$ cat src/hw/alu_consts.svh
`ifndef ALU_CONSTS_SVH
`define ALU_CONSTS_SVH

// operand and result width
`define ALU_DATA_W      32

// fifo depths, kept to powers of two
`define ALU_CMD_DEPTH   4
`define ALU_RES_DEPTH   4

// bits looked at per cycle by cpop and ctz
`define ALU_CNT_STEP    4

// apb register byte offsets
`define ALU_REG_OP1     8'h00
`define ALU_REG_OP2     8'h04
`define ALU_REG_CMD     8'h08
`define ALU_REG_RESULT  8'h0C
`define ALU_REG_FLAGS   8'h10
`define ALU_REG_STATUS  8'h14

`endif

$ cat src/hw/alu_pkg.sv
`include "alu_consts.svh"

package alu_pkg;

    typedef logic [`ALU_DATA_W-1:0] data_t;

    // {equal, signed less-than, unsigned less-than} of op1 against op2
    typedef logic [2:0] flags_t;

    typedef logic [5:0] step_cnt_t;

    // codes 0 to 20, in this order
    typedef enum logic [4:0] {
        UOP_AND, UOP_OR, UOP_XOR, UOP_SLL, UOP_SRL, UOP_SRA, UOP_SLT,
        UOP_SLTU, UOP_ADD, UOP_SUB, UOP_MUL, UOP_MULH, UOP_DIV, UOP_DIVU,
        UOP_REM, UOP_REMU, UOP_CPOP, UOP_CTZ, UOP_PACK, UOP_REV8, UOP_SH1ADD
    } uop_e;

    typedef struct packed {
        uop_e  uop;
        data_t op1;
        data_t op2;
    } cmd_t;

    typedef struct packed {
        data_t  data;
        flags_t flags;
    } res_t;

    typedef enum logic [1:0] {
        IDLE,
        DIVIDE,
        COUNT,
        EMIT
    } core_state_e;

endpackage

$ cat src/hw/alu_if.sv
`timescale 1ns/1ps

// command stream, source holds valid and payload until ready
interface cmd_if;
    logic          valid;
    logic          ready;
    alu_pkg::cmd_t payload;

    modport src (output valid, output payload, input ready);
    modport snk (input valid, input payload, output ready);
endinterface

// result stream, same handshake
interface res_if;
    logic          valid;
    logic          ready;
    alu_pkg::res_t payload;

    modport src (output valid, output payload, input ready);
    modport snk (input valid, input payload, output ready);
endinterface

$ cat src/hw/apb_cmd_port.sv
`timescale 1ns/1ps
`include "alu_consts.svh"

module apb_cmd_port (
    input  logic           clk_i,
    input  logic           rstn_i,
    input  logic           psel_i,
    input  logic           penable_i,
    input  logic           pwrite_i,
    input  logic [7:0]     paddr_i,
    input  alu_pkg::data_t pwdata_i,
    output alu_pkg::data_t prdata_o,
    output logic           pready_o,
    output logic           pslverr_o,
    cmd_if.src             cmd,
    res_if.snk             res,
    input  logic [2:0]     cmd_count_i,
    input  logic [2:0]     res_count_i
);

    alu_pkg::data_t  op1_q;
    alu_pkg::data_t  op2_q;
    alu_pkg::flags_t flags_q;

    logic access;
    logic mapped;
    logic bad_uop;
    logic err;
    logic cmd_wr;
    logic res_rd;

    assign access  = psel_i && penable_i;
    assign mapped  = paddr_i inside {`ALU_REG_OP1, `ALU_REG_OP2, `ALU_REG_CMD,
                                     `ALU_REG_RESULT, `ALU_REG_FLAGS, `ALU_REG_STATUS};
    assign bad_uop = pwdata_i[4:0] > 5'(alu_pkg::UOP_SH1ADD);
    assign cmd_wr  = pwrite_i && (paddr_i == `ALU_REG_CMD);
    assign res_rd  = !pwrite_i && (paddr_i == `ALU_REG_RESULT);
    assign err     = !mapped || (cmd_wr && bad_uop);

    // a rejected code never reaches the fifo
    assign cmd.valid   = access && cmd_wr && !bad_uop;
    assign cmd.payload = '{uop: alu_pkg::uop_e'(pwdata_i[4:0]), op1: op1_q, op2: op2_q};
    assign res.ready   = access && res_rd;

    // stall on a full command fifo or an empty result fifo
    always_comb begin
        pready_o = access;
        if (access && !err) begin
            if (cmd_wr) begin
                pready_o = cmd.ready;
            end else if (res_rd) begin
                pready_o = res.valid;
            end
        end
    end

    assign pslverr_o = access && err;

    always_comb begin
        prdata_o = '0;
        case (paddr_i)
            `ALU_REG_OP1:    prdata_o = op1_q;
            `ALU_REG_OP2:    prdata_o = op2_q;
            `ALU_REG_RESULT: prdata_o = res.payload.data;
            `ALU_REG_FLAGS:  prdata_o[2:0] = flags_q;
            `ALU_REG_STATUS: begin
                prdata_o[2:0] = cmd_count_i;
                prdata_o[6:4] = res_count_i;
            end
            default:         prdata_o = '0;
        endcase
    end

    always_ff @(posedge clk_i) begin
        if (!rstn_i) begin
            op1_q   <= '0;
            op2_q   <= '0;
            flags_q <= '0;
        end else begin
            if (access && pwrite_i && (paddr_i == `ALU_REG_OP1)) begin
                op1_q <= pwdata_i;
            end
            if (access && pwrite_i && (paddr_i == `ALU_REG_OP2)) begin
                op2_q <= pwdata_i;
            end
            // flags follow the entry popped by the result read
            if (res.valid && res.ready) begin
                flags_q <= res.payload.flags;
            end
        end
    end

endmodule

$ cat src/hw/sync_fifo.sv
`timescale 1ns/1ps

module sync_fifo #(
    parameter int WIDTH = 32,
    parameter int DEPTH = 4
) (
    input  logic                       clk_i,
    input  logic                       rstn_i,
    input  logic                       in_valid_i,
    output logic                       in_ready_o,
    input  logic [WIDTH-1:0]           in_data_i,
    output logic                       out_valid_o,
    input  logic                       out_ready_i,
    output logic [WIDTH-1:0]           out_data_o,
    output logic [$clog2(DEPTH+1)-1:0] count_o
);

    localparam int PTR_W = $clog2(DEPTH);

    logic [WIDTH-1:0]           mem [DEPTH];
    logic [PTR_W-1:0]           wr_ptr_q;
    logic [PTR_W-1:0]           rd_ptr_q;
    logic [$clog2(DEPTH+1)-1:0] count_q;
    logic                       push;
    logic                       pop;

    assign in_ready_o  = count_q != DEPTH;
    assign out_valid_o = count_q != 0;
    assign out_data_o  = mem[rd_ptr_q];
    assign count_o     = count_q;
    assign push        = in_valid_i && in_ready_o;
    assign pop         = out_valid_o && out_ready_i;

    always_ff @(posedge clk_i) begin
        if (push) begin
            mem[wr_ptr_q] <= in_data_i;
        end
    end

    always_ff @(posedge clk_i) begin
        if (!rstn_i) begin
            wr_ptr_q <= '0;
            rd_ptr_q <= '0;
            count_q  <= '0;
        end else begin
            if (push) begin
                wr_ptr_q <= (wr_ptr_q == PTR_W'(DEPTH - 1)) ? '0 : wr_ptr_q + 1'b1;
            end
            if (pop) begin
                rd_ptr_q <= (rd_ptr_q == PTR_W'(DEPTH - 1)) ? '0 : rd_ptr_q + 1'b1;
            end
            if (push && !pop) begin
                count_q <= count_q + 1'b1;
            end else if (pop && !push) begin
                count_q <= count_q - 1'b1;
            end
        end
    end

    // a full fifo has written round to the oldest entry and never counts past its depth
    a_no_overflow: assert property (@(posedge clk_i) disable iff (!rstn_i)
        (count_q >= DEPTH) |-> (count_q == DEPTH) && (wr_ptr_q == rd_ptr_q));

    // an empty fifo has read back everything that was written
    a_no_underflow: assert property (@(posedge clk_i) disable iff (!rstn_i)
        (count_q == 0) |-> (wr_ptr_q == rd_ptr_q));

endmodule

$ cat src/hw/seq_divider.sv
`timescale 1ns/1ps
`include "alu_consts.svh"

module seq_divider (
    input  logic           clk_i,
    input  logic           rstn_i,
    input  logic           start_i,
    input  logic           signed_i,
    input  logic           want_rem_i,
    input  alu_pkg::data_t dividend_i,
    input  alu_pkg::data_t divisor_i,
    output logic           done_o,
    output alu_pkg::data_t result_o
);

    alu_pkg::data_t     quo_q;
    alu_pkg::data_t     rem_q;
    alu_pkg::data_t     dsr_q;
    alu_pkg::step_cnt_t step_q;
    logic               busy_q;
    logic               done_q;
    logic               neg_quo_q;
    logic               neg_rem_q;
    logic               want_rem_q;
    logic               dvd_neg;
    logic               dsr_neg;
    logic [`ALU_DATA_W:0] shifted;
    logic [`ALU_DATA_W:0] trial;

    assign dvd_neg = signed_i && dividend_i[`ALU_DATA_W-1];
    assign dsr_neg = signed_i && divisor_i[`ALU_DATA_W-1];

    // one restoring step, shift in the next dividend bit and try to subtract
    assign shifted = {rem_q, quo_q[`ALU_DATA_W-1]};
    assign trial   = shifted - {1'b0, dsr_q};

    always_ff @(posedge clk_i) begin
        if (!rstn_i) begin
            busy_q <= 1'b0;
            done_q <= 1'b0;
            step_q <= '0;
        end else begin
            done_q <= busy_q && (step_q == alu_pkg::step_cnt_t'(`ALU_DATA_W - 1));
            if (start_i) begin
                busy_q <= 1'b1;
                step_q <= '0;
            end else if (busy_q) begin
                step_q <= step_q + 1'b1;
                if (step_q == alu_pkg::step_cnt_t'(`ALU_DATA_W - 1)) begin
                    busy_q <= 1'b0;
                end
            end
        end
    end

    always_ff @(posedge clk_i) begin
        if (start_i) begin
            quo_q      <= dvd_neg ? -dividend_i : dividend_i;
            dsr_q      <= dsr_neg ? -divisor_i : divisor_i;
            rem_q      <= '0;
            neg_quo_q  <= dvd_neg ^ dsr_neg;
            neg_rem_q  <= dvd_neg;
            want_rem_q <= want_rem_i;
        end else if (busy_q) begin
            quo_q <= {quo_q[`ALU_DATA_W-2:0], !trial[`ALU_DATA_W]};
            rem_q <= trial[`ALU_DATA_W] ? shifted[`ALU_DATA_W-1:0] : trial[`ALU_DATA_W-1:0];
        end
    end

    // min / -1 comes out as the dividend with remainder 0 without a special case
    assign result_o = want_rem_q ? (neg_rem_q ? -rem_q : rem_q)
                                 : (neg_quo_q ? -quo_q : quo_q);
    assign done_o   = done_q;

endmodule

$ cat src/hw/alu_core.sv
`timescale 1ns/1ps
`include "alu_consts.svh"

module alu_core (
    input  logic clk_i,
    input  logic rstn_i,
    cmd_if.snk   cmd,
    res_if.src   res
);

    localparam int GROUPS = `ALU_DATA_W / `ALU_CNT_STEP;

    alu_pkg::core_state_e state_q;
    alu_pkg::step_cnt_t   cnt_q;
    alu_pkg::uop_e        uop_q;
    alu_pkg::data_t       op1_q;
    alu_pkg::data_t       op2_q;
    alu_pkg::data_t       acc_q;
    alu_pkg::data_t       op_res;
    alu_pkg::flags_t      flags;
    alu_pkg::data_t       div_res;

    logic signed [2*`ALU_DATA_W-1:0] prod;
    logic [`ALU_CNT_STEP-1:0]        grp;
    logic [$clog2(`ALU_CNT_STEP):0]  grp_add;
    logic                            grp_hit;
    logic                            cnt_done;
    logic                            accept;
    logic                            count_op;
    logic                            div_start;
    logic                            div_signed;
    logic                            div_rem;
    logic                            div_done;

    assign cmd.ready = state_q == alu_pkg::IDLE;
    assign accept    = cmd.valid && cmd.ready;
    assign count_op  = cmd.payload.uop inside {alu_pkg::UOP_CPOP, alu_pkg::UOP_CTZ};

    // divide by zero is answered directly, the divider never sees it
    assign div_start  = accept && (cmd.payload.op2 != '0) &&
                        (cmd.payload.uop inside {alu_pkg::UOP_DIV, alu_pkg::UOP_DIVU,
                                                 alu_pkg::UOP_REM, alu_pkg::UOP_REMU});
    assign div_signed = cmd.payload.uop inside {alu_pkg::UOP_DIV, alu_pkg::UOP_REM};
    assign div_rem    = cmd.payload.uop inside {alu_pkg::UOP_REM, alu_pkg::UOP_REMU};

    seq_divider i_divider (
        .clk_i      (clk_i),
        .rstn_i     (rstn_i),
        .start_i    (div_start),
        .signed_i   (div_signed),
        .want_rem_i (div_rem),
        .dividend_i (cmd.payload.op1),
        .divisor_i  (cmd.payload.op2),
        .done_o     (div_done),
        .result_o   (div_res)
    );

    assign flags = {op1_q == op2_q, $signed(op1_q) < $signed(op2_q), op1_q < op2_q};
    assign prod  = $signed(op1_q) * $signed(op2_q);

    always_comb begin
        case (uop_q)
            alu_pkg::UOP_AND:    op_res = op1_q & op2_q;
            alu_pkg::UOP_OR:     op_res = op1_q | op2_q;
            alu_pkg::UOP_XOR:    op_res = op1_q ^ op2_q;
            alu_pkg::UOP_SLL:    op_res = op1_q << op2_q[4:0];
            alu_pkg::UOP_SRL:    op_res = op1_q >> op2_q[4:0];
            alu_pkg::UOP_SRA:    op_res = $signed(op1_q) >>> op2_q[4:0];
            alu_pkg::UOP_SLT:    op_res = alu_pkg::data_t'(flags[1]);
            alu_pkg::UOP_SLTU:   op_res = alu_pkg::data_t'(flags[0]);
            alu_pkg::UOP_ADD:    op_res = op1_q + op2_q;
            alu_pkg::UOP_SUB:    op_res = op1_q - op2_q;
            alu_pkg::UOP_MUL:    op_res = prod[`ALU_DATA_W-1:0];
            alu_pkg::UOP_MULH:   op_res = prod[2*`ALU_DATA_W-1:`ALU_DATA_W];
            alu_pkg::UOP_DIV,
            alu_pkg::UOP_DIVU:   op_res = (op2_q == '0) ? '1 : acc_q;
            alu_pkg::UOP_REM,
            alu_pkg::UOP_REMU:   op_res = (op2_q == '0) ? op1_q : acc_q;
            alu_pkg::UOP_PACK:   op_res = {op2_q[`ALU_DATA_W/2-1:0], op1_q[`ALU_DATA_W/2-1:0]};
            alu_pkg::UOP_REV8:   op_res = {op1_q[7:0], op1_q[15:8], op1_q[23:16], op1_q[31:24]};
            alu_pkg::UOP_SH1ADD: op_res = (op1_q << 1) + op2_q;
            // cpop and ctz leave their count in the accumulator
            default:             op_res = acc_q;
        endcase
    end

    // bits of the current group, ctz stops counting at the first one
    always_comb begin
        grp     = op1_q[cnt_q*`ALU_CNT_STEP +: `ALU_CNT_STEP];
        grp_add = '0;
        grp_hit = 1'b0;
        for (int i = 0; i < `ALU_CNT_STEP; i++) begin
            if (uop_q == alu_pkg::UOP_CTZ) begin
                if (!grp_hit && !grp[i]) begin
                    grp_add = grp_add + 1'b1;
                end
                grp_hit = grp_hit || grp[i];
            end else begin
                grp_add = grp_add + grp[i];
            end
        end
    end

    assign cnt_done = (cnt_q == alu_pkg::step_cnt_t'(GROUPS - 1)) || grp_hit;

    always_ff @(posedge clk_i) begin
        if (!rstn_i) begin
            state_q <= alu_pkg::IDLE;
            cnt_q   <= '0;
        end else begin
            case (state_q)
                alu_pkg::IDLE: begin
                    cnt_q <= '0;
                    if (div_start) begin
                        state_q <= alu_pkg::DIVIDE;
                    end else if (accept && count_op) begin
                        state_q <= alu_pkg::COUNT;
                    end else if (accept) begin
                        state_q <= alu_pkg::EMIT;
                    end
                end
                alu_pkg::DIVIDE: begin
                    if (div_done) begin
                        state_q <= alu_pkg::EMIT;
                    end
                end
                alu_pkg::COUNT: begin
                    cnt_q <= cnt_q + 1'b1;
                    if (cnt_done) begin
                        state_q <= alu_pkg::EMIT;
                    end
                end
                // hold the result until the result fifo takes it
                alu_pkg::EMIT: begin
                    if (res.ready) begin
                        state_q <= alu_pkg::IDLE;
                    end
                end
                default: state_q <= alu_pkg::IDLE;
            endcase
        end
    end

    always_ff @(posedge clk_i) begin
        if (accept) begin
            uop_q <= cmd.payload.uop;
            op1_q <= cmd.payload.op1;
            op2_q <= cmd.payload.op2;
            acc_q <= '0;
        end else if (state_q == alu_pkg::DIVIDE && div_done) begin
            acc_q <= div_res;
        end else if (state_q == alu_pkg::COUNT) begin
            acc_q <= acc_q + alu_pkg::data_t'(grp_add);
        end
    end

    assign res.valid   = state_q == alu_pkg::EMIT;
    assign res.payload = '{data: op_res, flags: flags};

    // the command fifo keeps its head steady while the core is busy
    a_cmd_stable: assert property (@(posedge clk_i) disable iff (!rstn_i)
        cmd.valid && !cmd.ready |=> cmd.valid && $stable(cmd.payload));

endmodule

$ cat src/hw/alu_apb_top.sv
`timescale 1ns/1ps
`include "alu_consts.svh"

module alu_apb_top (
    input  logic           clk_i,
    input  logic           rstn_i,
    input  logic           psel_i,
    input  logic           penable_i,
    input  logic           pwrite_i,
    input  logic [7:0]     paddr_i,
    input  alu_pkg::data_t pwdata_i,
    output alu_pkg::data_t prdata_o,
    output logic           pready_o,
    output logic           pslverr_o
);

    // port to command fifo, command fifo to core
    cmd_if cmd_in ();
    cmd_if cmd_out ();
    // core to result fifo, result fifo to port
    res_if res_in ();
    res_if res_out ();

    logic [2:0] cmd_count;
    logic [2:0] res_count;

    apb_cmd_port i_apb_port (
        .clk_i       (clk_i),
        .rstn_i      (rstn_i),
        .psel_i      (psel_i),
        .penable_i   (penable_i),
        .pwrite_i    (pwrite_i),
        .paddr_i     (paddr_i),
        .pwdata_i    (pwdata_i),
        .prdata_o    (prdata_o),
        .pready_o    (pready_o),
        .pslverr_o   (pslverr_o),
        .cmd         (cmd_in),
        .res         (res_out),
        .cmd_count_i (cmd_count),
        .res_count_i (res_count)
    );

    sync_fifo #(
        .WIDTH ($bits(alu_pkg::cmd_t)),
        .DEPTH (`ALU_CMD_DEPTH)
    ) i_cmd_fifo (
        .clk_i       (clk_i),
        .rstn_i      (rstn_i),
        .in_valid_i  (cmd_in.valid),
        .in_ready_o  (cmd_in.ready),
        .in_data_i   (cmd_in.payload),
        .out_valid_o (cmd_out.valid),
        .out_ready_i (cmd_out.ready),
        .out_data_o  (cmd_out.payload),
        .count_o     (cmd_count)
    );

    alu_core i_core (
        .clk_i  (clk_i),
        .rstn_i (rstn_i),
        .cmd    (cmd_out),
        .res    (res_in)
    );

    sync_fifo #(
        .WIDTH ($bits(alu_pkg::res_t)),
        .DEPTH (`ALU_RES_DEPTH)
    ) i_res_fifo (
        .clk_i       (clk_i),
        .rstn_i      (rstn_i),
        .in_valid_i  (res_in.valid),
        .in_ready_o  (res_in.ready),
        .in_data_i   (res_in.payload),
        .out_valid_o (res_out.valid),
        .out_ready_i (res_out.ready),
        .out_data_o  (res_out.payload),
        .count_o     (res_count)
    );

endmodule

$ cat config.mk
export PLATFORM = sky130hd
export DESIGN_NAME = alu_apb_top
export DESIGN_NICKNAME = d
export VERILOG_FILES = /design/src/hw/alu_pkg.sv /design/src/hw/alu_if.sv /design/src/hw/apb_cmd_port.sv /design/src/hw/sync_fifo.sv /design/src/hw/seq_divider.sv /design/src/hw/alu_core.sv /design/src/hw/alu_apb_top.sv
export VERILOG_INCLUDE_DIRS = /design/src /design/src/hw
export SDC_FILE = /design/constraint.sdc
export NUM_CORES = 2
export LEC_CHECK = 0
export BUFFER_PORTS_ARGS = -buffer_cell sky130_fd_sc_hd__buf_2
export CAP_MARGIN = 30
export CORE_UTILIZATION = 50
export CTS_CLUSTER_SIZE = 8
export DETAILED_ROUTE_END_ITERATION = 8
export PLACE_DENSITY = 0.69
export SYNTH_ARGS = -nofsm -noshare
export SYNTH_HDL_FRONTEND = slang
export SYNTH_SLANG_ARGS = --single-unit
$ cat constraint.sdc
create_clock -name clk_i -period 10.99 [get_ports clk_i]
set_input_delay 0.5495 -clock clk_i [delete_from_list [all_inputs] [get_ports clk_i]]
set_output_delay 0.5495 -clock clk_i [all_outputs]
set_load 0.02 [all_outputs]
# ---- Yosys cells after proc, flatten, opt, wreduce, memory -nomap -nowiden
# Memory sizes are Yosys's and may differ from the RTL's. A register that Yosys moved wholly into a read port is not among the register bits.
# Index checks and enable logic that the tools add are counted.
dict set report word_totals {
  regBits 297
  input_bits 45
  output_inout_bits 34
  ramBits 416
  wordCells 240
  memories 2
}
dict set report op_classes {
  n_reduce_logical 71
  shifts 4
  n_mux 59
  n_mul 1
  order_cmp 3
  n_eq_ne 46
  bitwise 5
  n_addsub 25
}
# name words width read_ports rd_ports_with_merged_regs write_ports line_no
set memory_table {}
lappend memory_table {i_cmd_fifo.mem 4 69 1 1 1 sync_fifo.sv:20} ;# logic [WIDTH-1:0] mem [DEPTH];
lappend memory_table {i_res_fifo.mem 4 35 1 1 1 sync_fifo.sv:20}
# cell n
set ops {}
lappend ops {{32-bit case mux with 17 select lines} 1}
lappend ops {{32-bit 2-to-1 mux} 12}
lappend ops {{32-bit negation} 4}
lappend ops {{25-bit case mux with 3 select lines} 1}
lappend ops {{32-bit adder} 2}
lappend ops {{32-bit < comparator} 2}
lappend ops {{32-bit by 32-bit multiplier with 64-bit output} 1}
lappend ops {{5-bit by 4-bit == test with 1-bit output, second input constant} 12}
lappend ops {{33-bit by 32-bit subtractor with 33-bit output} 1}
lappend ops {{32-bit by 3-bit adder with 32-bit output} 1}
lappend ops {{32-bit bitwise AND} 1}
lappend ops {{32-bit == test} 1}
lappend ops {{32-bit zero test} 1}
lappend ops {{32-bit bitwise OR} 1}
lappend ops {{32-bit nonzero test} 1}
lappend ops {{32-bit by 9-bit variable part select with 4-bit output} 1}
lappend ops {{32-bit by 5-bit << shifter with 32-bit output} 1}
lappend ops {{32-bit by 5-bit >> shifter with 32-bit output} 1}
lappend ops {{32-bit by 5-bit >>> shifter with 32-bit output} 1}
lappend ops {{32-bit subtractor} 1}
lappend ops {{32-bit bitwise XOR} 1}
lappend ops {{5-bit == test, second input constant} 6}
lappend ops {{1-bit logical AND} 30}
lappend ops {{3-bit 2-to-1 mux} 10}
lappend ops {{42 further kinds} 120}

# ---- Logic depth before layout (Yosys ltp)
dict set report logic_depth {
  ltp_word 15
  mapped_depth 32
  mapped_depth_nobuf 27
}

# ---- Cells and area by module
# Synthesis repeated with hierarchy kept, for this count alone.
dict set report hier_totals {
  cells_unflattened 8187
  area_unflattened_um2 79518.8
}
# module seq_area_each_um2 n_inst cells_each area_each_um2
set by_module_without_submodules {}
lappend by_module_without_submodules {alu_core 2872.8 1 6011 50918.8}
lappend by_module_without_submodules {{sync_fifo at i_cmd_fifo} 8468.1 1 412 10426.2}
lappend by_module_without_submodules {seq_divider 2812.7 1 1087 8878.5}
lappend by_module_without_submodules {{sync_fifo at i_res_fifo} 4384.2 1 234 5527.8}
lappend by_module_without_submodules {apb_cmd_port 1341.3 1 443 3767.4}

# ---- Least setup slack after synthesis
# Ideal clock, no wire load.
dict set report synth_path {
  path_type {register to register}
  from {register i_core.op2_q[2]}
  to {memory i_res_fifo.mem[0][28] (netlist name) (data pin)}
  setup_ns 0.283
  t_arrival_ns 8.759
  required_time_ns 10.707
  period_less_slack_ns 9.041
  path_slack_ns 1.949
  path_stages_with_launch 29
  path_buffers 7
  path_cell_list {edfxtp_1 > clkbuf_1 > clkbuf_1 > buf_1 > clkbuf_1 > buf_1 > buf_1 > nand2_1 > fa_1 > fa_1 > fa_1 > fa_1 > inv_1 > fa_1 > fa_1 > fa_1 > fa_1 > ha_1 > clkbuf_1 > a21oi_1 > o21ai_0 > a2111oi_0 > nor4_1 > or2_2 > o21ai_1 > o311a_1 > o21bai_1 > xnor2_1 > o22ai_1}
}
dict set report synth_between {
  elab_chain_cells 3
  word_cells_on_any_way 11
  cone_classes {3 x add/sub; 1 x mul; 3 x shift; 3 x mux; 1 x reduce/logical}
}
# element line_no
set synth_rtl {}
lappend synth_rtl {{from (decl)} alu_core.sv:17} ;# alu_pkg::data_t op2_q;
lappend synth_rtl {{from (signal assigned)} alu_core.sv:148} ;# op2_q <= cmd.payload.op2;
lappend synth_rtl {{parallel branches: the longest is 2 deep, another holds 32-bit by 32-bit multiplier with 64-bit output} n/a}
lappend synth_rtl {{32-bit case mux with 17 select lines (*)} alu_core.sv:62} ;# case (uop_q)
lappend synth_rtl {{net i_core.op_res[25]} alu_core.sv:19} ;# alu_pkg::data_t op_res;
lappend synth_rtl {{to (decl)} sync_fifo.sv:20}
# Mark *: on every way through the listed nets, which the timed path passes.

# ---- Worst setup path in the final report
dict set report layout_path {
  from {register i_core.op2_q[13]}
  to {memory i_res_fifo.mem[2][16] (netlist name) (data pin)}
}
# Same word-level chain as after synthesis.

==> impl_metrics.yaml <==
grt:
  antenna_found_initial: 17
  busiest_layer: "met2"
  grt.met3_usage: 0.1225
  grt_overflow: 0
  first_global_vias: 66341
  grt_pass1_wl_um: 472300
  grt_use_met2: 0.6023
  grt_use_met1: 0.5348
  grt_max_degree: 100
  grt_use_total: 0.4095
timing:
  worst_slew_pin_slew_ps: 1197
  setup-violations-final: 0
  fin_crit_ps: 10240
  hold_violations: 0
  clock.fmax_mhz: 97.64
  fin_skew_ps: 67.53
  slew_headroom: 0.1970
  drv_slew: 0
  finalCritPeriodShare: 0.9319
  setup_slack_ps: 748.5
  setup_tns_ps: 0
  rsz0062_at_grt: "no"
clock_network:
  path_clk_slew_ps: 50
  clk_latency_ps: 700
  cts_root_buf: "clkbuf_16"
  cts_resized: 0
  clock_path_buffers: 3
  cts_tree: "built"
  numCtsBuffers: 102
  hold_buffers: 0
  cts_setup_buffers: 0
  clock_sinks: 717
  cts_max_level: 3
setup_path:
  crit_required_ps: 11330
  crit_path_end_kind: "register"
  cp_common_cell: "fa_1"
  cp_slowest_cell: "inv_2"
  worstSetupStartpointType: "register"
  path_class: "register to register"
  crit_fanout: 29
  worstPathArrival_ps: 10580
  cpPeakStageDelay_ps: 840
  path_cells: "inv_2 > nor2_1 > fa_1 > inv_1 > fa_1 > fa_1 > fa_1 > fa_1 > inv_1 > fa_1 > fa_1 > fa_1 > ha_1 > a21oi_1 > o21ai_0 > a2111oi_0 > nor4_1 > or2_2 > o21ai_1 > xnor2_1 > nand2_1 > a31oi_1"
  r2r_cells: 22
  rrSetupSlack_ps: 750
drt:
  routed_wl_um: 330400
  drcViolationCount: 0
  drt_iter0_drc: 9366
  antenna_left: 0
  routed_via_density: 6.456
  vias: 66869
  wl_per_cell_um: 31.89
  drtPass1Iterations: 8
flow_run:
  maxCapViolCount: 0
hold_path:
  hold_depth: 3
  holdCritPathClass: "primary input to register"
placed_design:
  port_buffers: 78
  post-dp-hpwl_um: 251200
  gp_congestion: 1.126
  pre_cts_ws_ps: 1183
cells_and_area:
  syn_to_final_growth_pct: 8.168
  layout-drive-gt1-share: 0.08255
  regArea_mm2: 0.01989
  nets: 9700
  fillers: 13954
  multi_input_area_mm2: 0.05372
synth:
  syn_inst: 8251
  yosysSeqAreaShare: 0.2489
  synth_edf_count: 552
  synth.cell_area_mm2: 0.07986
  synthFlopType: "edfxtp_1"
  synth.avg_cell_area_um2: 9.679
  yosys_warnings: 0
  synth_nets: 9764
  yosysUniqueCellTypes: 96
  synthArstFlopShare: 0
  ys_ff_latch: 717
floorplan:
  ioPinCount: 79
  start_util: 0.5042
  fp-row-count: 146
  fp.coreArea_mm2: 0.1584
  fp.dieW_um: 401.6
  die-area_mm2: 0.1613
  die_y_um: 401.6
run_status:
  status: "finished clean"
## cell usage after synthesis (134+ instances only)
cell | number | area share
xnor2_1 | 153 | 0.017
ha_1 | 379 | 0.059
clkbuf_1 | 360 | 0.017
o21ai_0 | 314 | 0.020
dfxtp_1 | 165 | 0.041
mux4_2 | 134 | 0.038
inv_1 | 1122 | 0.053
a21oi_1 | 342 | 0.021
fa_1 | 1089 | 0.27
nand2_1 | 909 | 0.043
edfxtp_1 | 552 | 0.21
nor2_1 | 903 | 0.042
## path summary, 6_finish.rpt
kind	from	to
min reg2reg	i_core.i_divider.step_q[5]	i_core.i_divider.done_o
max reg2reg	i_core.op2_q[13]	i_res_fifo.mem[2][16]
max	i_core.op2_q[13]	i_res_fifo.mem[2][16]
min	pwdata_i[6]	i_apb_port.op2_q[6]
## registers in the layout, summed over array words and instances (netlist names), 3 cells and up, named ones only
| name | cells |
|---|---|
| i_apb_port.op2_q | 32 |
| i_apb_port.flags_q | 3 |
| i_core.op1_q | 32 |
| i_core.i_divider.quo_q | 32 |
| i_core.i_divider.rem_q | 32 |
| i_cmd_fifo.mem | 276 |
| i_core.uop_q | 5 |
| i_res_fifo.count_o | 3 |
| i_cmd_fifo.count_o | 3 |
| i_core.cnt_q | 6 |
| i_apb_port.op1_q | 32 |
| i_core.op2_q | 32 |
| i_core.acc_q | 32 |
| i_core.i_divider.dsr_q | 32 |
| i_core.i_divider.step_q | 6 |
| i_res_fifo.mem | 140 |
## worst max-delay path, delay by kind of cell, from the launching register on
family	cells	cell delay [ps]
compound gates	5	2620
xor+xnor	1	200
fa+ha+maj	9	4450
buf+inv	3	960
flops	1	720
simple gates	4	930
## metrics by stage
| step | util | instances | hold slack, ps | cell area, um^2 |
|---|---|---|---|---|
| floorplan | - | 8251 | 441.1 | 79860 |
| finish | 0.5454 | 10358 | 146.9 | 86380 |
| CTS | 0.5445 | 10339 | 121.4 | 86230 |
| global route | 0.5452 | 10346 | 144.0 | 86350 |
| detailed placement | 0.5248 | 10148 | 477.0 | 83120 |
| global placement | 0.5224 | 10128 | 461.0 | 82730 |
## placed cells by master (no fill, tap or decap), types with 39 or more instances in the layout
master and count:
a211oi_1 98, a21boi_0 78, a21o_1 66, a21oi_1 342
a221oi_1 39, a31oi_1 65, buf_2 80, buf_4 236
clkbuf_1 75, clkbuf_16 105, dfxtp_1 161, edfxtp_1 552
fa_1 1089, ha_1 379, inv_1 1121, mux2i_1 127
mux4_2 134, nand2_1 908, nand3_1 91, nand4_1 54
nor2_1 898, nor2b_1 54, nor3_1 101, nor4_1 41
o211ai_1 39, o21ai_0 313, o22ai_1 45, or3_1 40
xnor2_1 153, xor2_1 131
## layer usage
layer,vias to the layer above,part of all wire,wire [um]
met5,-,0.00015,48
met4,8,0.073,24200
met3,1009,0.13,43500
met2,4633,0.43,140900
met1,33754,0.37,121700
li1,27465,-,-
## cell type report
cell class	instances	share of cell area
Tap cell	2072	0.03001
Clock inverter	11	0.002303
Clock buffer	180	0.03368
Timing Repair Buffer	339	0.03117
Multi-Input combinational cell	5869	0.6219
Inverter	1158	0.05038
Sequential cell	717	0.2302
Antenna cell	12	0.0003476
## kinds of logic (layout without fill, tap and decap cells)
kind of cell / count (synthesis) / count (layout) / share of synthesized area
simple gates: 2368 / 2368 / 0.1276
fa+ha+maj: 1468 / 1468 / 0.3324
buf+inv: 1665 / 1688 / 0.07956
flops: 717 / 717 / 0.2489
compound gates: 1452 / 1452 / 0.1180
xor+xnor: 284 / 284 / 0.03115
mux: 297 / 297 / 0.06236
other cells: 0 / 12 / 0
Power is left out: the tool's default activity adds up to more than one toggle a clock period on the data nets, which glitch-free logic cannot reach.
